===== src/include/pitch_settings.svh =====
`ifndef PITCH_SETTINGS_SVH
`define PITCH_SETTINGS_SVH

// voice block geometry
`define PITCH_VOICES  8
`define PITCH_OSCS    4

`define PITCH_CREDITS 4   // slots the consumer can hold
`define PITCH_WIDTH   24  // phase increment bits

`endif


===== src/hw/pitch_pkg.sv =====
`default_nettype none

`include "pitch_settings.svh"

package pitch_pkg;

    localparam int VOICE_W = $clog2(`PITCH_VOICES);
    localparam int OSC_W   = $clog2(`PITCH_OSCS);
    localparam int KEY_MAX = 143;  // top of the note table

    typedef logic [`PITCH_WIDTH-1:0] pitch_t;

    typedef struct packed {
        logic [VOICE_W-1:0] voice;
        logic [OSC_W-1:0]   osc;
    } slot_t;

    typedef struct packed {
        slot_t       slot;
        pitch_t      inc_center;
        pitch_t      inc_fine;      // neighbor key for base fine
        pitch_t      inc_bend;      // key at full bend
        logic [7:0]  base_fine;
        logic [13:0] bend;
        logic [7:0]  key_scale;
        logic [7:0]  ratio_coarse;
        logic [7:0]  ratio_fine;
    } lookup_t;

    typedef struct packed {
        slot_t      slot;
        pitch_t     pitch;
        logic [7:0] ratio_coarse;
        logic [7:0] ratio_fine;
    } tuned_t;

    // offsets inside an oscillator block, block n starts at 16*n
    localparam logic [3:0] REG_RATIO_COARSE = 4'd0;
    localparam logic [3:0] REG_RATIO_FINE   = 4'd1;
    localparam logic [3:0] REG_KEY_SCALE    = 4'd5;
    localparam logic [3:0] REG_BASE_COARSE  = 4'd8;
    localparam logic [3:0] REG_BASE_FINE    = 4'd9;
    localparam logic [6:0] REG_BEND_RANGE   = 7'd0;  // common block

    // lowest octave, 24-bit phase at 48 kHz
    localparam logic [12:0] SEMITONE_BASE [12] = '{
        13'd2858, 13'd3028, 13'd3208, 13'd3399, 13'd3601, 13'd3815,
        13'd4042, 13'd4282, 13'd4537, 13'd4807, 13'd5092, 13'd5395
    };

    // Tuning rules, 64 is centre for every tuning register.
    // base coarse: key moves by value - 64, keys clamp to 0..KEY_MAX
    // base fine: v <= 63 leans to key-1 with weight 64-v, else key+1 with v[5:0], /64
    // bend b: b < 8192 leans to key-range with 8192-b, else key+range with b[12:0], /8192
    // key scale adds 16 * value after fine and bend
    // ratio coarse c: c <= 64 divides by 65-c, above 64 multiplies by c-63
    // ratio fine leans to step c-1 or c+1 with the base fine weights, /64

    function automatic pitch_t note_increment(input logic [7:0] key);
        logic [7:0] k;
        k = (key > 8'(KEY_MAX)) ? 8'(KEY_MAX) : key;
        return pitch_t'(SEMITONE_BASE[k % 12]) << (k / 12);
    endfunction

    function automatic logic [6:0] fine_weight(input logic [7:0] v);
        return (v <= 8'd63) ? 7'(8'd64 - v) : {1'b0, v[5:0]};
    endfunction

    // move from a toward b by w / 2**sh
    function automatic pitch_t lerp(input pitch_t a, input pitch_t b,
                                    input logic [13:0] w, input int unsigned sh);
        logic [`PITCH_WIDTH+13:0] span;
        span = (b >= a) ? (b - a) * w : (a - b) * w;
        return (b >= a) ? a + pitch_t'(span >> sh) : a - pitch_t'(span >> sh);
    endfunction

    // s runs from -1 to 256 so the neighbor steps stay defined
    function automatic pitch_t coarse_step(input pitch_t p, input logic signed [9:0] s);
        logic [`PITCH_WIDTH+8:0] prod;
        prod = p * 9'(s - 10'sd63);
        if (s <= 10'sd64) begin
            return p / pitch_t'(10'sd65 - s);
        end
        return prod[`PITCH_WIDTH-1:0];
    endfunction

endpackage

`default_nettype wire


===== src/hw/pitch_regs.sv =====
`timescale 1ns/1ps
`default_nettype none

`include "pitch_settings.svh"

module pitch_regs (
    input  wire                          reg_clk,
    input  wire                          reset,
    input  wire                          osc_sel,
    input  wire                          com_sel,
    input  wire                          write,
    input  wire                          read,
    input  wire [6:0]                    adr,
    input  wire [7:0]                    wr_data,
    output logic [7:0]                   rd_data,
    input  wire                          key_write,
    input  wire [pitch_pkg::VOICE_W-1:0] key_voice,
    input  wire [7:0]                    key_val,
    input  wire pitch_pkg::slot_t        slot,
    output logic [7:0]                   key,
    output logic [7:0]                   ratio_coarse,
    output logic [7:0]                   ratio_fine,
    output logic [7:0]                   key_scale,
    output logic [7:0]                   base_coarse,
    output logic [7:0]                   base_fine,
    output logic [7:0]                   bend_range
);
    import pitch_pkg::*;

    logic [7:0] ratio_coarse_r [`PITCH_OSCS];
    logic [7:0] ratio_fine_r [`PITCH_OSCS];
    logic [7:0] key_scale_r [`PITCH_OSCS];
    logic [7:0] base_coarse_r [`PITCH_OSCS];
    logic [7:0] base_fine_r [`PITCH_OSCS];
    logic [7:0] bend_range_r;
    logic [7:0] keys [`PITCH_VOICES];
    logic [OSC_W-1:0] osc;
    logic             osc_hit;

    assign osc     = adr[4 +: OSC_W];
    assign osc_hit = osc_sel && (int'(adr[6:4]) < `PITCH_OSCS);  // block exists

    always_ff @(posedge reg_clk) begin
        if (reset) begin
            for (int i = 0; i < `PITCH_OSCS; i++) begin
                ratio_coarse_r[i] <= 8'd64;
                ratio_fine_r[i]   <= 8'd64;
                key_scale_r[i]    <= 8'd0;
                base_coarse_r[i]  <= 8'd64;
                base_fine_r[i]    <= 8'd64;
            end
            for (int v = 0; v < `PITCH_VOICES; v++) begin
                keys[v] <= 8'd60;
            end
            bend_range_r <= 8'd3;
        end else begin
            if (write && osc_hit) begin
                case (adr[3:0])
                    REG_RATIO_COARSE: ratio_coarse_r[osc] <= wr_data;
                    REG_RATIO_FINE:   ratio_fine_r[osc]   <= wr_data;
                    REG_KEY_SCALE:    key_scale_r[osc]    <= wr_data;
                    REG_BASE_COARSE:  base_coarse_r[osc]  <= wr_data;
                    REG_BASE_FINE:    base_fine_r[osc]    <= wr_data;
                    default: ;  // holes in the block
                endcase
            end else if (write && com_sel && adr == REG_BEND_RANGE) begin
                bend_range_r <= wr_data;
            end
            if (key_write) begin
                keys[key_voice] <= key_val;
            end
        end
    end

    always_ff @(posedge reg_clk) begin
        if (reset) begin
            rd_data <= 8'd0;
        end else if (read && osc_hit) begin
            case (adr[3:0])
                REG_RATIO_COARSE: rd_data <= ratio_coarse_r[osc];
                REG_RATIO_FINE:   rd_data <= ratio_fine_r[osc];
                REG_KEY_SCALE:    rd_data <= key_scale_r[osc];
                REG_BASE_COARSE:  rd_data <= base_coarse_r[osc];
                REG_BASE_FINE:    rd_data <= base_fine_r[osc];
                default:          rd_data <= 8'd0;
            endcase
        end else if (read && com_sel) begin
            rd_data <= (adr == REG_BEND_RANGE) ? bend_range_r : 8'd0;
        end else if (read) begin
            rd_data <= 8'd0;  // no block at this address
        end
    end

    // tuning set of the slot being issued
    assign key          = keys[slot.voice];
    assign ratio_coarse = ratio_coarse_r[slot.osc];
    assign ratio_fine   = ratio_fine_r[slot.osc];
    assign key_scale    = key_scale_r[slot.osc];
    assign base_coarse  = base_coarse_r[slot.osc];
    assign base_fine    = base_fine_r[slot.osc];
    assign bend_range   = bend_range_r;

    single_select: assert property (@(posedge reg_clk) disable iff (reset)
        write |-> !(osc_sel && com_sel));

endmodule

`default_nettype wire


===== config.mk =====
export PLATFORM = sky130hd
export DESIGN_NAME = pitch_regs
export DESIGN_NICKNAME = d
export VERILOG_FILES = /design/src/hw/pitch_pkg.sv /design/src/hw/pitch_regs.sv
export VERILOG_INCLUDE_DIRS = /design/src /design/src/include
export SDC_FILE = /design/constraint.sdc
export NUM_CORES = 1
export LEC_CHECK = 0
export BUFFER_PORTS_ARGS = -buffer_cell sky130_fd_sc_hd__buf_2
export CORE_AREA = 2 2 206 248
export CTS_CLUSTER_SIZE = 10
export DETAILED_ROUTE_END_ITERATION = 10
export DIE_AREA = 0 0 208 250
export PLACE_DENSITY = 0.45
export RECOVER_POWER = 25
export SLEW_MARGIN = 25
export SYNTH_ARGS = -nofsm -noshare
export SYNTH_HDL_FRONTEND = slang
export SYNTH_SLANG_ARGS = --single-unit

===== constraint.sdc =====
create_clock -name reg_clk -period 2.3 [get_ports reg_clk]
set_input_delay 0.23 -clock reg_clk [delete_from_list [all_inputs] [get_ports reg_clk]]
set_output_delay 0.23 -clock reg_clk [all_outputs]
set_load 0.02 [all_outputs]

---- Word-level counts from Yosys, hierarchy flattened ----
Memory sizes are Yosys's and may differ from the RTL's.
Index checks and enable logic that the tools add are counted.
word-level totals
  memories kept ........................... 6
  bits in writable memories ............... 224
  output and inout bits ................... 64
  bits in registers ....................... 16
  bits of input ports ..................... 38
  logic and storage cells ................. 78
operators by class
  equality and inequality tests ........... 4
  multiplexer cells ....................... 48
  order comparisons ....................... 1
  bitwise logic cells ..................... 1
  reduce and logical (&&, ||, !) cells .... 16
memory list
  name            words  bits a word  rd ports  clocked after Yosys merged registers in  write ports  RTL line          text
  keys            8      8            1         0                                        8            pitch_regs.sv:36  logic [7:0] keys [`PITCH_VOICES];
  base_coarse_r   4      8            2         0                                        4            pitch_regs.sv:33  logic [7:0] base_coarse_r [`PITCH_OSCS];
  base_fine_r     4      8            2         0                                        4            pitch_regs.sv:34  logic [7:0] base_fine_r [`PITCH_OSCS];
  key_scale_r     4      8            2         0                                        4            pitch_regs.sv:32  logic [7:0] key_scale_r [`PITCH_OSCS];
  ratio_coarse_r  4      8            2         0                                        4            pitch_regs.sv:30  logic [7:0] ratio_coarse_r [`PITCH_OSCS];
  ratio_fine_r    4      8            2         0                                        4            pitch_regs.sv:31  logic [7:0] ratio_fine_r [`PITCH_OSCS];
operators by type and width
  operator                                             number
  two-way mux 8 bit                                    10
  OR reduction 8 bit                                   6
  case mux 8 bit (5 select lines)                      1
  two-way mux 1 bit                                    31
  two-way mux 2 bit                                    5
  equality test 4 bit, second input constant           2
  logical NOT 7 bit                                    1
  logical AND 1 bit                                    6
  equality test 4 x 1 -> 1 bit, second input constant  1
  equality test 4 x 3 -> 1 bit, second input constant  1
  logical NOT 4 bit                                    1
  less-than comparator 3 bit, second input constant    1
  two-way mux 3 bit                                    1
  nonzero test 3 bit                                   1
  AND reduction 2 bit                                  1
  inverter 1 bit                                       1

---- Logic depth before layout (Yosys ltp) ----
  depth after elaboration ................. 8
  mapped depth ............................ 7
  gate-level depth less buffers ........... 4

---- Least setup slack after synthesis ----
No wires, ideal clock.
  path type ............................... input to output
  start point ............................. in slot[2] (netlist bit)
  end point ............................... out key[0]
  stages on the path ...................... 4
  buffers on the path ..................... 2
  data arrival time ....................... 1.595 ns
  slack ................................... 0.475 ns
  data required time ...................... 2.070 ns
  cell sequence ........................... buf_2 > buf_2 > mux4_2 > mux2_2
on the way
  word-level cells in the longest chain between the ends .. 1
ends and longest elaborated chain
  what                RTL line          text
  start, declared     pitch_regs.sv:19  input wire pitch_pkg::slot_t slot,
  memory (8 x 8 bit)  -
  end, declared       pitch_regs.sv:20  output logic [7:0] key,
No other way between the ends.

---- Final worst setup path ----
  start point ............................. mem keys[2][0]
  end point ............................... out key[0]
on the way
  word-level cells in the longest chain between the ends .. 1
ends and longest elaborated chain
  what                RTL line
  start, declared     pitch_regs.sv:36
  memory (8 x 8 bit)  -
No other way between the ends.

==> metrics.txt <==
# TYPE chip_impl_metric gauge
chip_impl_metric{name="post_synth_num_cell_types",unit=""} 46
chip_impl_metric{name="floorplan.rows",unit=""} 90
chip_impl_metric{name="die-area",unit="mm2"} 0.05200
chip_impl_metric{name="maximum_number_of_pins_on_one_net_before_global_route_repair",unit=""} 41
chip_impl_metric{name="grt_first_pass_wirelength",unit="um"} 58070
chip_impl_metric{name="clkSinkCount",unit=""} 240
chip_impl_info{name="highest_count_cells_in_the_layout_ignoring_fill_and_taps",value="sky130_fd_sc_hd__edfxtp_1, sky130_fd_sc_hd__buf_2, sky130_fd_sc_hd__and2_1"} 1
chip_impl_metric{name="timing.final.hold_violations",unit=""} 0
chip_impl_metric{name="htree_levels",unit=""} 1
chip_impl_metric{name="ioPinCount",unit=""} 102
chip_impl_info{name="tritoncts",value="done"} 1
chip_impl_metric{name="largest_buffer_count_on_any_clock_path",unit=""} 3
chip_impl_metric{name="via_count_of_the_first_global_routing_pass",unit=""} 7985
chip_impl_info{name="status",value="completed"} 1
chip_impl_metric{name="num-nets-final",unit=""} 961
chip_impl_metric{name="maxSlewHeadroom",unit="%"} 43.79
chip_impl_metric{name="final.setup_skew",unit="ps"} 17.49
chip_impl_metric{name="hold_slack",unit="ps"} 37.55
chip_impl_metric{name="asyncSetResetFlopFracSynth",unit="%"} 0
chip_impl_metric{name="ys_seq_area_share",unit="%"} 57.53
chip_impl_metric{name="numPortBuffers",unit=""} 101
chip_impl_metric{name="initial_utilization",unit="%"} 24.61
chip_impl_metric{name="worst_ep_required_time",unit="ps"} 2070
chip_impl_metric{name="drtIter0Drc",unit=""} 483
chip_impl_metric{name="cts.repair.resized",unit=""} 0
chip_impl_info{name="cpMaxStageDelayCell",value="sky130_fd_sc_hd__mux4_2"} 1
chip_impl_metric{name="final_period_minus_worst_setup_slack",unit="ps"} 2132
chip_impl_metric{name="gr-total-overflow",unit=""} 0
chip_impl_info{name="grt_setup_unrepaired",value="no"} 1
chip_impl_metric{name="postRouteAntennaNets",unit=""} 0
chip_impl_metric{name="drt-wirelength-per-cell",unit="um"} 25.41
chip_impl_metric{name="post_cts_hold_buffer_count",unit=""} 0
chip_impl_info{name="startpoint_type",value="register"} 1
chip_impl_metric{name="synthesis.area",unit="mm2"} 0.01225
chip_impl_metric{name="cts_inserted_buffers",unit=""} 30
chip_impl_metric{name="route.detailed.vias_per_inst",unit=""} 4.825
chip_impl_metric{name="layout-drive-gt1-share",unit="%"} 29.66
chip_impl_metric{name="place_worst_setup_slack",unit="ps"} 311.2
chip_impl_metric{name="mapped_cells",unit=""} 811
chip_impl_metric{name="final.setup.tns",unit="ps"} 0
chip_impl_info{name="min-delay-path-class",value="in -> reg"} 1
chip_impl_metric{name="crit_path_max_fanout",unit=""} 1
chip_impl_metric{name="groute.usage.overall",unit="%"} 15.40
chip_impl_metric{name="antenna_violations_before_repair",unit=""} 4
chip_impl_metric{name="synth.avg_cell_area",unit="um2"} 15.10
chip_impl_metric{name="irDropWorstVdd",unit="uV"} 587.0
chip_impl_metric{name="detailroute.via_count",unit=""} 7667
chip_impl_metric{name="synth_fp_nets",unit=""} 849
chip_impl_metric{name="timing_max_transition_violations_final",unit=""} 0
chip_impl_metric{name="synth_enable_flop_cells",unit=""} 224
chip_impl_info{name="mostFrequentLayoutCell",value="sky130_fd_sc_hd__edfxtp_1"} 1
chip_impl_metric{name="drtPass1Iterations",unit=""} 5
chip_impl_metric{name="area_of_the_core",unit="mm2"} 0.04977
chip_impl_metric{name="max_slew.worst_pin.slew",unit="ps"} 843.1
chip_impl_metric{name="finalCritPeriodShare",unit="%"} 92.68
chip_impl_metric{name="cellPowerDensity",unit="mW/mm2"} 736.5
chip_impl_metric{name="max_cap_viols",unit=""} 0
chip_impl_metric{name="fmax",unit="GHz"} 0.4691
chip_impl_metric{name="cts.reportedPaths.clkPinSlew",unit="ps"} 60
chip_impl_metric{name="die_y",unit="um"} 250
chip_impl_metric{name="largest_stage_delay_on_the_critical_path",unit="ps"} 500
chip_impl_metric{name="timing.final.setup_violations",unit=""} 0
chip_impl_metric{name="place.gp.congestion",unit=""} 0.8424
chip_impl_metric{name="wirelength",unit="um"} 40380
chip_impl_metric{name="remaining_drc_errors",unit=""} 0
chip_impl_metric{name="post-cts-setup-buffer-count",unit=""} 0
chip_impl_metric{name="worstPathArrival",unit="ps"} 1900
chip_impl_metric{name="layout-area-overhead-vs-synth",unit="%"} 17.50
chip_impl_info{name="root_buffer",value="sky130_fd_sc_hd__clkbuf_16"} 1
chip_impl_info{name="criticalPathCategory",value="reg -> out"} 1
chip_impl_info{name="ys.flop_type",value="sky130_fd_sc_hd__edfxtp_1"} 1
chip_impl_metric{name="dp_hpwl",unit="um"} 27810
chip_impl_metric{name="synth.ff_latch_count",unit=""} 240
chip_impl_metric{name="power.leakage",unit="uW"} 0.005090
chip_impl_metric{name="die_width",unit="um"} 208
chip_impl_metric{name="yosys_warnings",unit=""} 0
chip_impl_info{name="worstSetupEndpointType",value="primary output"} 1
chip_impl_metric{name="setup_ws",unit="ps"} 168.4
chip_impl_metric{name="worstSkewPairLatency",unit="ps"} 570
chip_impl_info{name="timing.critical_path.cells",value="mux4_2 > mux2_2 > buf_2"} 1
## registers in the layout, summed over array words and instances, names as in the netlist
signal and count:
keys 64, rd_data 8, base_fine_r 32, base_coarse_r 32
bend_range 8, ratio_coarse_r 32, key_scale_r 32, ratio_fine_r 32
## cell usage after synthesis, types with 15 or more instances
master / n / area (um2)
sky130_fd_sc_hd__edfxtp_1: 224 / 6726
sky130_fd_sc_hd__or2_2: 16 / 100.1
sky130_fd_sc_hd__nand2_1: 37 / 138.9
sky130_fd_sc_hd__mux4_1: 23 / 604.3
sky130_fd_sc_hd__a22oi_1: 15 / 112.6
sky130_fd_sc_hd__mux4_2: 72 / 1622
sky130_fd_sc_hd__and3_1: 57 / 356.6
sky130_fd_sc_hd__nor2_1: 35 / 131.4
sky130_fd_sc_hd__and2_1: 114 / 713.2
sky130_fd_sc_hd__clkbuf_1: 35 / 131.4
sky130_fd_sc_hd__nand2b_1: 27 / 168.9
sky130_fd_sc_hd__dfxtp_1: 16 / 320.3
## report_power, final
group | internal (uW) | total (uW) | leakage (uW) | switching [uW]
combinational | 469 | 1200 | 0.00240 | 732
clock | 2430 | 4300 | 0.000408 | 1870
sequential | 4990 | 5100 | 0.00229 | 105
## cell type report
class	instances	area, um2
Fill cell	5107	35380
Sequential cell	240	7047
Multi-Input combinational cell	503	4808
Timing Repair Buffer	147	857.1
Clock buffer	45	817.0
Tap cell	644	805.8
Clock inverter	8	50.05
Inverter	1	3.754
Antenna cell	1	2.502
## cells by family (layout without fill, tap and decap cells)
| group | count (synthesis) | in the layout | share of synthesized area [%] |
|---|---|---|---|
| buf+inv | 68 | 201 | 3.208 |
| simple gates | 339 | 339 | 16.49 |
| other cells | 0 | 1 | 0 |
| mux | 104 | 104 | 19.11 |
| compound gates | 60 | 60 | 3.657 |
| flops | 240 | 240 | 57.53 |
## metrics by stage
step	std cells	power (uW)	utilization, %	instance area (um2)
after global placement	1535	6421	27.28	13580
after CTS	1588	10750	29.02	14450
after detailed placement	1535	6422	27.28	13580
after global routing	1588	10950	28.91	14390
final	1589	10600	28.91	14390
after floorplan	811	5887	-	12250
## path summary, 6_finish.rpt
path / start / to / slack (ps) / cells after the start
setup reg to reg: ratio_fine_r[2][1] / rd_data[1] / 630 / 3
setup / recovery: keys[2][0] / key[0] / 170 / 3
hold reg to reg: bend_range[6] / bend_range[6] / 490 / 2
hold / removal: key_val[2] / keys[0][2] / 40 / 2
## critical path: cells and delay by family, from the launching register on
family	cells	cell delay (ps)
buffers and inverters	1	160
flip-flops	1	360
multiplexers	2	800
## routing by layer
| layer | vias to the layer above | global-route usage, % | wire [um] |
|---|---|---|---|
| met5 | - | 0 | 25 |
| met4 | 4 | 4.559 | 1128 |
| met3 | 63 | 3.284 | 2558 |
| met2 | 256 | 27.52 | 20920 |
| met1 | 3948 | 18.51 | 15760 |
| li1 | 3396 | - | - |
Note: power is estimated with default switching activity, not from simulation.
