<file path="src/include/pitch_settings.svh">
`ifndef PITCH_SETTINGS_SVH
`define PITCH_SETTINGS_SVH

// voice block geometry
`define PITCH_VOICES  8
`define PITCH_OSCS    4

`define PITCH_CREDITS 4   // slots the consumer can hold
`define PITCH_WIDTH   24  // phase increment bits

`endif

</file>
<file path="src/hw/pitch_pkg.sv">
`default_nettype none

`include "pitch_settings.svh"

package pitch_pkg;

    localparam int VOICE_W = $clog2(`PITCH_VOICES);
    localparam int OSC_W   = $clog2(`PITCH_OSCS);
    localparam int KEY_MAX = 143;  // top of the note table

    typedef logic [`PITCH_WIDTH-1:0] pitch_t;

    typedef struct packed {
        logic [VOICE_W-1:0] voice;
        logic [OSC_W-1:0]   osc;
    } slot_t;

    typedef struct packed {
        slot_t       slot;
        pitch_t      inc_center;
        pitch_t      inc_fine;      // neighbor key for base fine
        pitch_t      inc_bend;      // key at full bend
        logic [7:0]  base_fine;
        logic [13:0] bend;
        logic [7:0]  key_scale;
        logic [7:0]  ratio_coarse;
        logic [7:0]  ratio_fine;
    } lookup_t;

    typedef struct packed {
        slot_t      slot;
        pitch_t     pitch;
        logic [7:0] ratio_coarse;
        logic [7:0] ratio_fine;
    } tuned_t;

    // offsets inside an oscillator block, block n starts at 16*n
    localparam logic [3:0] REG_RATIO_COARSE = 4'd0;
    localparam logic [3:0] REG_RATIO_FINE   = 4'd1;
    localparam logic [3:0] REG_KEY_SCALE    = 4'd5;
    localparam logic [3:0] REG_BASE_COARSE  = 4'd8;
    localparam logic [3:0] REG_BASE_FINE    = 4'd9;
    localparam logic [6:0] REG_BEND_RANGE   = 7'd0;  // common block

    // lowest octave, 24-bit phase at 48 kHz
    localparam logic [12:0] SEMITONE_BASE [12] = '{
        13'd2858, 13'd3028, 13'd3208, 13'd3399, 13'd3601, 13'd3815,
        13'd4042, 13'd4282, 13'd4537, 13'd4807, 13'd5092, 13'd5395
    };

    // Tuning rules, 64 is centre for every tuning register.
    // base coarse: key moves by value - 64, keys clamp to 0..KEY_MAX
    // base fine: v <= 63 leans to key-1 with weight 64-v, else key+1 with v[5:0], /64
    // bend b: b < 8192 leans to key-range with 8192-b, else key+range with b[12:0], /8192
    // key scale adds 16 * value after fine and bend
    // ratio coarse c: c <= 64 divides by 65-c, above 64 multiplies by c-63
    // ratio fine leans to step c-1 or c+1 with the base fine weights, /64

    function automatic pitch_t note_increment(input logic [7:0] key);
        logic [7:0] k;
        k = (key > 8'(KEY_MAX)) ? 8'(KEY_MAX) : key;
        return pitch_t'(SEMITONE_BASE[k % 12]) << (k / 12);
    endfunction

    function automatic logic [6:0] fine_weight(input logic [7:0] v);
        return (v <= 8'd63) ? 7'(8'd64 - v) : {1'b0, v[5:0]};
    endfunction

    // move from a toward b by w / 2**sh
    function automatic pitch_t lerp(input pitch_t a, input pitch_t b,
                                    input logic [13:0] w, input int unsigned sh);
        logic [`PITCH_WIDTH+13:0] span;
        span = (b >= a) ? (b - a) * w : (a - b) * w;
        return (b >= a) ? a + pitch_t'(span >> sh) : a - pitch_t'(span >> sh);
    endfunction

    // s runs from -1 to 256 so the neighbor steps stay defined
    function automatic pitch_t coarse_step(input pitch_t p, input logic signed [9:0] s);
        logic [`PITCH_WIDTH+8:0] prod;
        prod = p * 9'(s - 10'sd63);
        if (s <= 10'sd64) begin
            return p / pitch_t'(10'sd65 - s);
        end
        return prod[`PITCH_WIDTH-1:0];
    endfunction

endpackage

`default_nettype wire

</file>
<file path="src/hw/slot_scheduler.sv">
`timescale 1ns/1ps
`default_nettype none

`include "pitch_settings.svh"

module slot_scheduler (
    input  wire              reg_clk,
    input  wire              reset,
    input  wire              out_credit,
    output pitch_pkg::slot_t slot,
    output logic             issue
);
    import pitch_pkg::*;

    localparam int CREDIT_W = $clog2(`PITCH_CREDITS + 1);

    logic [CREDIT_W-1:0] credits;
    logic [VOICE_W-1:0]  voice;
    logic [OSC_W-1:0]    osc;

    assign issue = (credits != '0);
    assign slot  = '{voice: voice, osc: osc};

    always_ff @(posedge reg_clk) begin
        if (reset) begin
            credits <= CREDIT_W'(`PITCH_CREDITS);
        end else begin
            case ({issue, out_credit})
                2'b10:   credits <= credits - 1'b1;
                2'b01:   credits <= credits + 1'b1;
                default: ;  // spent and returned together
            endcase
        end
    end

    always_ff @(posedge reg_clk) begin
        if (reset) begin
            voice <= '0;
            osc   <= '0;
        end else if (issue) begin
            if (osc == OSC_W'(`PITCH_OSCS - 1)) begin
                osc   <= '0;
                voice <= (voice == VOICE_W'(`PITCH_VOICES - 1)) ? '0 : voice + 1'b1;
            end else begin
                osc <= osc + 1'b1;  // oscillator runs fastest
            end
        end
    end

    credit_bound: assert property (@(posedge reg_clk) disable iff (reset)
        credits <= CREDIT_W'(`PITCH_CREDITS));

endmodule

`default_nettype wire

</file>
<file path="config.mk">
export PLATFORM = sky130hd
export DESIGN_NAME = slot_scheduler
export DESIGN_NICKNAME = d
export VERILOG_FILES = /design/src/hw/pitch_pkg.sv /design/src/hw/slot_scheduler.sv
export VERILOG_INCLUDE_DIRS = /design/src /design/src/include
export SDC_FILE = /design/constraint.sdc
export NUM_CORES = 1
export LEC_CHECK = 0
export BUFFER_PORTS_ARGS = -buffer_cell sky130_fd_sc_hd__buf_4
export CORE_AREA = 5 5 42 44
export CTS_CLUSTER_DIAMETER = 120
export DETAILED_ROUTE_END_ITERATION = 16
export DIE_AREA = 0 0 47 49
export GPL_TIMING_DRIVEN = 1
export PLACE_DENSITY_LB_ADDON = 0.25
export SYNTH_ARGS = -nofsm -noshare
export SYNTH_HDL_FRONTEND = slang
export SYNTH_SLANG_ARGS = --single-unit
</file>
<file path="constraint.sdc">
create_clock -name reg_clk -period 4.5 [get_ports reg_clk]
set_input_delay 0.675 -clock reg_clk [delete_from_list [all_inputs] [get_ports reg_clk]]
set_output_delay 0.675 -clock reg_clk [all_outputs]
set_load 0.02 [all_outputs]
</file>
After elaboration in Yosys (flattened, before gate mapping)
Index checks and enable logic that the tools add are counted.

operators by class
  reductions and logical operators = 3
  muxes and demuxes = 3
  equal/unequal tests = 4
  add/sub/neg operators = 4

operator list
  kind                 number
  $add 3x1->3 const B  2
  $pmux 3 s2           1
  $eq 2x2->1 const B   2
  $eq 3x3->1 const B   1
  $mux 3               1
  $reduce_bool 3->1    1
  $sub 3x1->3 const B  1
  $add 2x1->2 const B  1
  $eq 2x1->1 const B   1
  $mux 2               1
  $reduce_and 2->1     1
  $reduce_bool 2->1    1

storage, ports and cells
  output and inout port bits = 6
  register bits = 8
  input port bits = 3
  logic and storage cells = 17

Logic depth before layout (Yosys ltp)
Gate-level depths: netlist of run 1.

  depth in word-level cells = 3
  mapped depth = 5
  mapped depth without buffers = 5

Worst setup path after synthesis of run 1
OpenSTA, ideal clock, no wires.

  path type = in2reg
  start point = input out_credit
  end point = register credits[2]
  arrival time = 1.460 ns
  path slack = 2.920 ns
  cell stages on the path = 4
  setup time = 0.120 ns
  path through = ha_1 > or3_1 > a21o_1 > mux2i_1

on the way
  cells in the longest elaborated chain, start to end = 2

RTL lines
  what                                             line                  source
  from (decl)                                      slot_scheduler.sv:9   input wire out_credit,
  $eq 2x1->1 or $eq 2x2->1 (tied branches)         slot_scheduler.sv:28  case ({issue, out_credit})
  $pmux 3 s2 or $reduce_bool 2->1 (tied branches)  n/a
  to (signal assigned)                             slot_scheduler.sv:26  credits <= CREDIT_W'(`PITCH_CREDITS);
  to (signal assigned)                             slot_scheduler.sv:29  2'b10: credits <= credits - 1'b1;
  to (signal assigned)                             slot_scheduler.sv:30  2'b01: credits <= credits + 1'b1;
  to (decl)                                        slot_scheduler.sv:17  logic [CREDIT_W-1:0] credits;

Parallel ways exist; a longest one is shown, timed or not.
A chain may end at the register's enable or synchronous reset.

Worst setup path in the final report of run 1
  start point = register credits[0]
  end point = output issue

on the way
  cells in the longest elaborated chain, start to end = 1

RTL lines
  what               line                  source
  $reduce_bool 3->1  slot_scheduler.sv:21  assign issue = (credits != '0);
  to (decl)          slot_scheduler.sv:11  output logic issue

Every way passes these cells.

==> results of run 1 <==
-- metrics by stage --
stage / setup WS, ps / power [W]
detailed placement: 2780 / 0.000247
global placement: 2780 / 0.000246
floorplan: 2920 / 0.000210
CTS: 2580 / 0.000304
finish: 2610 / 0.000298
global route: 2520 / 0.000325
-- power breakdown --
group / switching, W / total, W / leakage (nW) / internal (W)
sequential: 0.0000273 / 0.000121 / 0.0658 / 0.0000935
clock: 0.0000239 / 0.0000544 / 0.0138 / 0.0000305
combinational: 0.0000605 / 0.000123 / 0.152 / 0.0000624
-- tightest hold or removal path, stage by stage, from the launching register on --
cell and delay, ps:
dfxtp_1 320, nand2_1 60, a21oi_1 50
-- flip-flops by register name (all words and copies together), names as in the netlist --
signal	cells
credits	3
voice	3
osc	2
-- layout make-up --
type,instances,area (um2)
Fill cell,151,911
Multi-Input combinational cell,31,224
Tap cell,16,20.0
Timing Repair Buffer,8,60.1
Clock buffer,3,22.5
Inverter,1,3.75
Sequential cell,8,160
-- Yosys cell counts, drive strengths merged (2+ instances only) --
cell type / instances
xor2: 2
nor2: 4
ha: 4
a21oi: 4
o21ai: 2
dfxtp: 8
nand2: 3
mux2i: 3
or3: 4
-- kinds of logic after synthesis --
family / after synthesis / share of synthesized area, %
buf+inv: 2 / 1.92
flops: 8 / 40.9
fa+ha+maj: 4 / 12.8
simple gates: 14 / 19.5
xor+xnor: 2 / 4.47
mux: 3 / 7.67
compound gates: 8 / 12.8
-- metal layers --
metal	track usage [%]	vias to the layer above	share of wire (%)
met5	0	-	0
met4	4.15	0	2.0
met3	5.54	2	8.3
met2	11.3	7	47
met1	7.52	136	43
li1	-	164	-
-- how the worst max path moves through the flow --
stage / startpoint / cells after the start / slack [ps] / to
2_1_floorplan: out_credit / 4 / 2920 / credits[2]
3_3_place_gp: out_credit / 5 / 2780 / credits[2]
3_5_place_dp: out_credit / 5 / 2780 / credits[2]
4_1_cts: credits[0] / 3 / 2580 / issue
5_1_grt: credits[0] / 3 / 2520 / issue
6_report: credits[0] / 3 / 2610 / issue
==> impl_results.md, run 1 <==
- Ys flop type: dfxtp_1
- Die area: approximately 2300 um2
- PwrDens: slightly above 600 nW/um2
- RSZ-0062 raised after global routing: false
- Wire per inst: a little over 10 um
- Share of cells above drive strength 1: 25.5%
- Post-Synthesis Cells: 41
- Reg2reg start: credits[0]
- Slew @ Worst Pin: 398 ps
- H-tree levels: 1
- # Max-Cap Violations: 0
- Hold EP: voice[1]
- GR Util All Layers: about 7.6%
- CP peak stage delay: 370 ps
- Critical Path End Type: output port
- Hold path depth: 2
- Largest area contributor in the netlist: dfxtp_1
- Setup crit start kind: flop
- Cell area after layout: about 500 um2
- Reg2reg end: credits[1]
- Commonest non-fill, non-tap cells in the layout: dfxtp_1 (8), buf_4 (8)
- Post_cts resized: 0
- Maximum VDD drop: 239 uV
- Hold Path Origin: voice[1]
- Crit path max-delay family: flip-flops
- Row cnt: 14
- Vias post-DR: a little over 300
- Worst endpoint required time: 3830 ps
- Worst Skew: 9.09 ps
- DR pass1 iterations: 2
- First-pass GRT wire length: about 1.2 mm
- Hold_buf cts: 0
- CP max stage cell: dfxtp_1
- Largest net degree at the start of global routing: 10
- Clock Pin Slew Worst Setup and Hold Paths: 50 ps
- EDFF count, synth: 0
- Final setup vio count: 0
- Congestion Overflow GR: 0
- Antenna diode instance count: 0
- Clock sink count: 8
- Synth top area share: 40.9%
- Postcts setup bufs: 0
- Final period utilization: a little over two fifths
- Reg2reg path depth: 4
- CTS Buf Count: 3
- Post-place instance area: between 400 and 500 um2
- Routed Antenna Nets: 0
- Die Width: about 47 um
- Critical-path cell list: nor3_2, inv_1, buf_4
- P_leak: around 0.23 nW
- Drt total wl: 684 um
- Max-slew headroom: 73.3%
- Setup_tns: 0 ps
- Critical Path AT: 1210 ps
- Antenna violations before repair: 0
- Number of global-route vias before repair: ~320
- DR iter-0 viols: 1
- Final #Nets: 60
- Die span in y: 49 um
- FFs w/ async S/R, synth: 0%
- Vias per cell: 4.61
- Number of synthesized register bits: 8
- Buf/Inv on CP: 2
- GP Congestion: 0.598
- CTS tree: done
- Synth cell types: 16
- Min-delay worst type: reg -> reg
- Syn avg cell area: 9.55 um2
- Core area: 1400 um2
- WHS: 481 ps
- Register area share after synthesis: 40.9%
- Pins over their slew limit: 0
- Final HPWL DP: 517 um
- Period minus WS final: 1890 ps
- Clk buf depth: 2
- Clk Latency, worst-skew pair: 250 ps
- Top cells by area, synth: dfxtp_1 (41%), ha_1 (13%), mux2i_1 (7.7%)
- Layout Utilization: 35.0%
- Mapped cell area: 392 um2
- Status: finished clean
- Synth warnings: 0
- Finished Layout Cells: 67
- Max Clock Freq: roughly 530 MHz
- Layout area overhead: 25.2%
- Final Hold Fails: 0
- Max FO, Critical Path: 6
- Flop2flop setup slack: 2860 ps
- Initial Utilization: 27.9%
- Critical path class: reg -> out
- CTS root buf: clkbuf_4
- I/O pin count: 9
- Port Buffers: 8
- Syn Nets: 48
- Placed insts: between 60 and 70
- Number of remaining DRC errors: 0
No activity file was read; power rests on OpenSTA's default activity.
==> run 2, diff against run 1 <==
- clock period: 4.5 -> 1.9 ns (I/O delays scaled with it)
==> impl_results.md, run 2 (same netlist as run 1, synthesis figures left out) <==
- First-pass GRT wire length: 1.29 mm (+5.0%)
- Worst Skew: 2.40 ps (-6.69 ps)
- Setup_tns: 0 ps (unchanged)
- Clock Pin Slew Worst Setup and Hold Paths: 60 ps (about the same)
- Hold Path Origin: reset
- Largest net degree at the start of global routing: 10 (unchanged)
- Wire per inst: 10.7 um (+4.7%)
- Vias per cell: 4.85 (+5.2%)
- Reg2reg path depth: 4 (unchanged)
- Number of global-route vias before repair: 322 (-0.31%)
- # Max-Cap Violations: 0 (unchanged)
- Layout area overhead: 25.2% (unchanged)
- GR Util All Layers: 8.20% (+0.58 points)
- Hold path depth: 2 (unchanged)
- Post_cts resized: 0 (unchanged)
- Final period utilization: 85.2%
- Status: finished clean
- Total power: 0.000711 W (+140%)
- Period minus WS final: 1620 ps
- DR iter-0 viols: 1 (unchanged)
- PwrDens: 1450 nW/um2 (+140%)
- Worst endpoint required time: 2090 ps (-1740 ps)
- Max Clock Freq: 618 MHz
- CTS Buf Count: 3 (unchanged)
- Slew @ Worst Pin: 391 ps (-7.76 ps)
- Die Width: 47 um (unchanged)
- Reg2reg start: credits[0]
- Clk buf depth: 2 (unchanged)
- Antenna diode instance count: 0 (unchanged)
- Critical Path End Type: flop
- Drt total wl: 716 um (+4.7%)
- Vias post-DR: 325 (+5.2%)
- Hold EP: credits[1]
- Core area: 1400 um2 (unchanged)
- RSZ-0062 raised after global routing: false
- Die area: 2300 um2 (unchanged)
- Port Buffers: 8 (unchanged)
- Layout Utilization: 35.0% (unchanged)
- Clk Latency, worst-skew pair: 260 ps (about the same)
- Clock sink count: 8 (unchanged)
- P_leak: 0.232 nW (unchanged)
- Die span in y: 49 um (unchanged)
- Pins over their slew limit: 0 (unchanged)
- Hold_buf cts: 0 (unchanged)
- DR pass1 iterations: 3 (+1)
- Critical Path AT: 1810 ps (+600 ps)
- Final #Nets: 60 (unchanged)
- Commonest non-fill, non-tap cells in the layout: dfxtp_1 (8), buf_4 (8)
- Number of remaining DRC errors: 0 (unchanged)
- Final setup vio count: 0 (unchanged)
- Biggest regs: credits x3, voice x3, osc x2
- Final Hold Fails: 0 (unchanged)
- Reg2reg end: credits[1]
- Min-delay worst type: in -> reg
- Setup crit start kind: flop
- Routed Antenna Nets: 0 (unchanged)
- Final worst slack: 281 ps (-2330 ps)
- Placed insts: 64 (unchanged)
- Finished Layout Cells: 67 (unchanged)
- I/O pin count: 9 (unchanged)
- CTS root buf: clkbuf_4
- CTS tree: done
- Critical path class: reg -> reg
- Maximum VDD drop: 406 uV (+70%)
- H-tree levels: 1 (unchanged)
- Antenna violations before repair: 0 (unchanged)
- GP Congestion: 0.665 (+11%)
- Pre-CTS worst setup slack: 287 ps (-2490 ps)
- Initial Utilization: 27.9% (unchanged)
- Congestion Overflow GR: 0 (unchanged)
- Max FO, Critical Path: 6 (unchanged)
- Postcts setup bufs: 0 (unchanged)
- Flop2flop setup slack: 280 ps (-2580 ps)
- Max-slew headroom: 73.8% (+0.52 points)
- Share of cells above drive strength 1: 25.5% (unchanged)
- Row cnt: 14 (unchanged)
## run 2: cell counts in the layout (fill, tap and decap cells not counted)
No cell type changed its count.
## run 2: per-layer routing
| metal | up-vias | track usage [%] | part of all wire (%) |
|---|---|---|---|
| li1 | 164 | - | - |
| met1 | 150 | 8.91 | 42 |
| met2 | 6 | 11.1 | 47 |
| met3 | 5 | 2.21 | 5.0 |
| met4 | 0 | 9.68 | 6.1 |
| met5 | - | 0 | 0 |
## run 2: per-stage QoR
step	hold WS (ps)	cell area, um2
after detailed placement	472	468
after global placement	463	468
after CTS	250	490
after global routing	261	490
final	258	490
after floorplan	509	392
## run 2: cell type report
class | instances | area, um2
timing repair buffer | 8 | 60.1
clock buffer | 3 | 22.5
inverter | 1 | 3.75
fill | 160 | 911
multi-input combinational | 31 | 224
tap | 16 | 20.0
sequential | 8 | 160
## run 2: worst max-delay path: stages (launching register included)
cell and delay, ps:
dfxtp_1 370, nor3_2 340, ha_1 340, or3_1 370, a21oi_1 130
## run 2: worst max-delay path by stage
stage,startpoint,to,slack (ps),depth (start not counted)
after detailed placement,credits[0],credits[1],290,4
after global routing,credits[0],credits[1],200,4
after floorplan,credits[0],credits[1],390,4
after global placement,credits[0],credits[1],330,4
final,credits[0],credits[1],280,4
after CTS,credits[0],credits[1],270,4
## run 2: power breakdown
part / switching [W] / internal, W
Sequential: 0.0000657 / 0.000221
Clock: 0.0000608 / 0.0000725
Combinational: 0.000143 / 0.000148
Total: 0.000270 / 0.000442
==> run 3, diff against run 2 <==
- ABC_AREA: default -> 1
==> impl_results.md, run 3 <==
- Biggest regs: credits x3, voice x3, osc x2
- Die span in y: 49 um (unchanged)
- Die Width: 47 um (unchanged)
- Row cnt: 14 (unchanged)
- Vias per cell: 4.74 (-2.3%)
- Period minus WS final: 1380 ps (-235 ps)
- Core area: 1400 um2 (unchanged)
- Reg2reg path depth: 9 (+5)
- Worst setup endpoint: credits[1]
- Mapped cell area: 412 um2 (+5.1%)
- Setup_tns: 0 ps (unchanged)
- CTS tree: done
- Clock sink count: 8 (unchanged)
- Reg2reg end: credits[1]
- Synth warnings: 0 (unchanged)
- Final HPWL DP: 589 um
- Congestion Overflow GR: 0 (unchanged)
- Vias post-DR: 398 (+22%)
- DR pass1 iterations: 4 (+1)
- Commonest non-fill, non-tap cells in the layout: nand2_1 (11), inv_1 (9), dfxtp_1 (8), buf_4 (8), nor2_1 (7)
- M1 GR Usage: 9.27% (+0.36 points)
- H-tree levels: 1 (unchanged)
- GR Util All Layers: 7.55% (-0.66 points)
- Flop2flop setup slack: 520 ps (+240 ps)
- Global-route met2 utilization: 9.28% (-1.8 points)
- Worst endpoint required time: 2100 ps (about the same)
- Status: finished clean
- Number of global-route vias before repair: 297 (-7.8%)
- Most frequent cell after synthesis: nand2_1
- Max-slew headroom: 85.5% (+12 points)
- Antenna violations before repair: 0 (unchanged)
- Antenna diode instance count: 0 (unchanged)
- Share of cells above drive strength 1: 20.6% (-4.9 points)
- Port Buffers: 8 (unchanged)
- Largest area contributor in the netlist: dfxtp_1
- Clk buf depth: 2 (unchanged)
- Area of the multi-input gates: 218 um2 (-2.8%)
- Filler cells: 157 (-1.9%)
- Final period utilization: 72.8% (-12 points)
- Post-Synthesis Cells: 57 (+39%)
- CTS Buf Count: 3 (unchanged)
- Gr busiest metal: met2
- Hold_buf cts: 0 (unchanged)
- Pins over their slew limit: 0 (unchanged)
- Final setup vio count: 0 (unchanged)
- Post_cts resized: 0 (unchanged)
- Slew @ Worst Pin: 216 ps (-175 ps)
- Postcts setup bufs: 0 (unchanged)
- GP Congestion: 0.826 (+24%)
- Synth cell types: 13 (-3)
- Register area share after synthesis: 38.9% (-2.0 points)
- Number of synthesized register bits: 8 (unchanged)
- Reg2reg start: credits[0]
- Synth top area share: 38.9% (-2.0 points)
- Most common cell after layout, fill and taps aside: nand2_1
- Top cells by area, synth: dfxtp_1 (39%), ha_1 (12%), nand2_1 (10%)
- Most instantiated cells after synthesis: nand2_1 (11), inv_1 (9), dfxtp_1 (8)
- Max Clock Freq: 723 MHz (+17%)
- Ys flop type: dfxtp_1
- M3 GR Usage: 3.32% (+1.1 points)
- Worst Skew: 0.206 ps (-2.20 ps)
- Setup crit start kind: flop
- Wire per inst: 8.85 um (-17%)
- FFs w/ async S/R, synth: 0% (unchanged)
- Crit path launch: credits[0]
- First-pass GRT wire length: 1.21 mm (-5.9%)
- RSZ-0062 raised after global routing: false
- Clock Pin Slew Worst Setup and Hold Paths: 60 ps (about the same)
- PwrDens: 1290 nW/um2 (-11%)
- Clk Latency, worst-skew pair: 250 ps (about the same)
- Routed Antenna Nets: 0 (unchanged)
- FF+latch area: 160 um2 (unchanged)
- I/O pin count: 9 (unchanged)
- Initial Utilization: 29.4% (+1.4 points)
- # Max-Cap Violations: 0 (unchanged)
- Syn avg cell area: 7.22 um2 (-24%)
- EDFF count, synth: 0 (unchanged)
- Critical path class: reg -> reg
- Final Hold Fails: 0 (unchanged)
- Layout area overhead: 24.9%
- Final #Nets: 77 (+28%)
- P_leak: 0.267 nW (+15%)
- Number of remaining DRC errors: 0 (unchanged)
- Critical Path AT: 1580 ps (-230 ps)
- Syn Nets: 64 (+33%)
- Min-delay worst type: in -> reg
- DR iter-0 viols: 4 (+3)
- CTS root buf: clkbuf_4
- Total power: 0.000661 W (-7.0%)
- Critical Path End Type: flop
- Maximum VDD drop: 532 uV (+31%)
- Drt total wl: 743 um (+3.8%)
- Max FO, Critical Path: 9 (+3)
- Largest net degree at the start of global routing: 10 (unchanged)
- Die area: 2300 um2 (unchanged)
==> run 3: cell count changes after synthesis, moves of 2 or more <==
cell     before  now
nor2_1        4    7
inv_1         1    9
o21ai_0       2    4
or3_1         4    0
mux2i_1       3    0
nand2_1       3   11
nand3_1       0    5
xor2_1        2    0
==> run 3: area by class of cell <==
cell class                      count  area share, %
Sequential cell                     8           31.1
Clock buffer                        3           4.38
Timing Repair Buffer                8           11.7
Tap cell                           16           3.89
Multi-Input combinational cell     40           42.3
Inverter                            9           6.57
==> run 3: worst min-delay path by stage <==
stage	start	end	slack, ps	cells past startpoint
6_report	reset	voice[2]	200	2
5_1_grt	reset	voice[2]	190	2
4_1_cts	reset	voice[2]	190	2
3_5_place_dp	credits[2]	credits[2]	460	2
3_3_place_gp	credits[2]	credits[2]	440	2
2_1_floorplan	reset	voice[2]	350	1
==> run 3: routing by layer <==
layer | vias up | share of wire [%]
met1 | 178 | 47
li1 | 207 | -
met4 | 0 | 4.4
met2 | 8 | 43
met3 | 5 | 5.7
met5 | - | 0
==> run 3: logic make-up after synthesis <==
logic type / Yosys count / share of synthesized area, %
buf+inv: 9 / 8.21
flops: 8 / 38.9
compound gates: 9 / 10.9
fa+ha+maj: 4 / 12.2
simple gates: 27 / 29.8
==> run 3: worst max-delay path, stage by stage, from the launching register on <==
cell	delay, ps
dfxtp_1	330
nor2_2	170
nand2_4	100
inv_1	90
ha_1	250
inv_1	100
nand3_1	100
nand2_1	60
nand2_1	40
nor2_1	80
==> run 3: stage by stage <==
step / setup WS (ps) / util, % / area [um2] / std cells / hold WS, ps
after floorplan: 574 / - / 412 / 57 / 354
after global placement: 538 / 35.1 / 492 / 81 / 440
after detailed placement: 510 / 35.1 / 492 / 81 / 458
after CTS: 490 / 36.7 / 514 / 84 / 191
after global routing: 361 / 36.7 / 514 / 84 / 192
final: 517 / 36.7 / 514 / 84 / 200
==> run 3: power breakdown <==
group	leakage, nW	internal [W]	switching [W]
logic	0.187	0.000115	0.000164
clock network	0.0138	0.0000726	0.0000618
registers	0.0660	0.000213	0.0000348
total	0.267	0.000401	0.000260
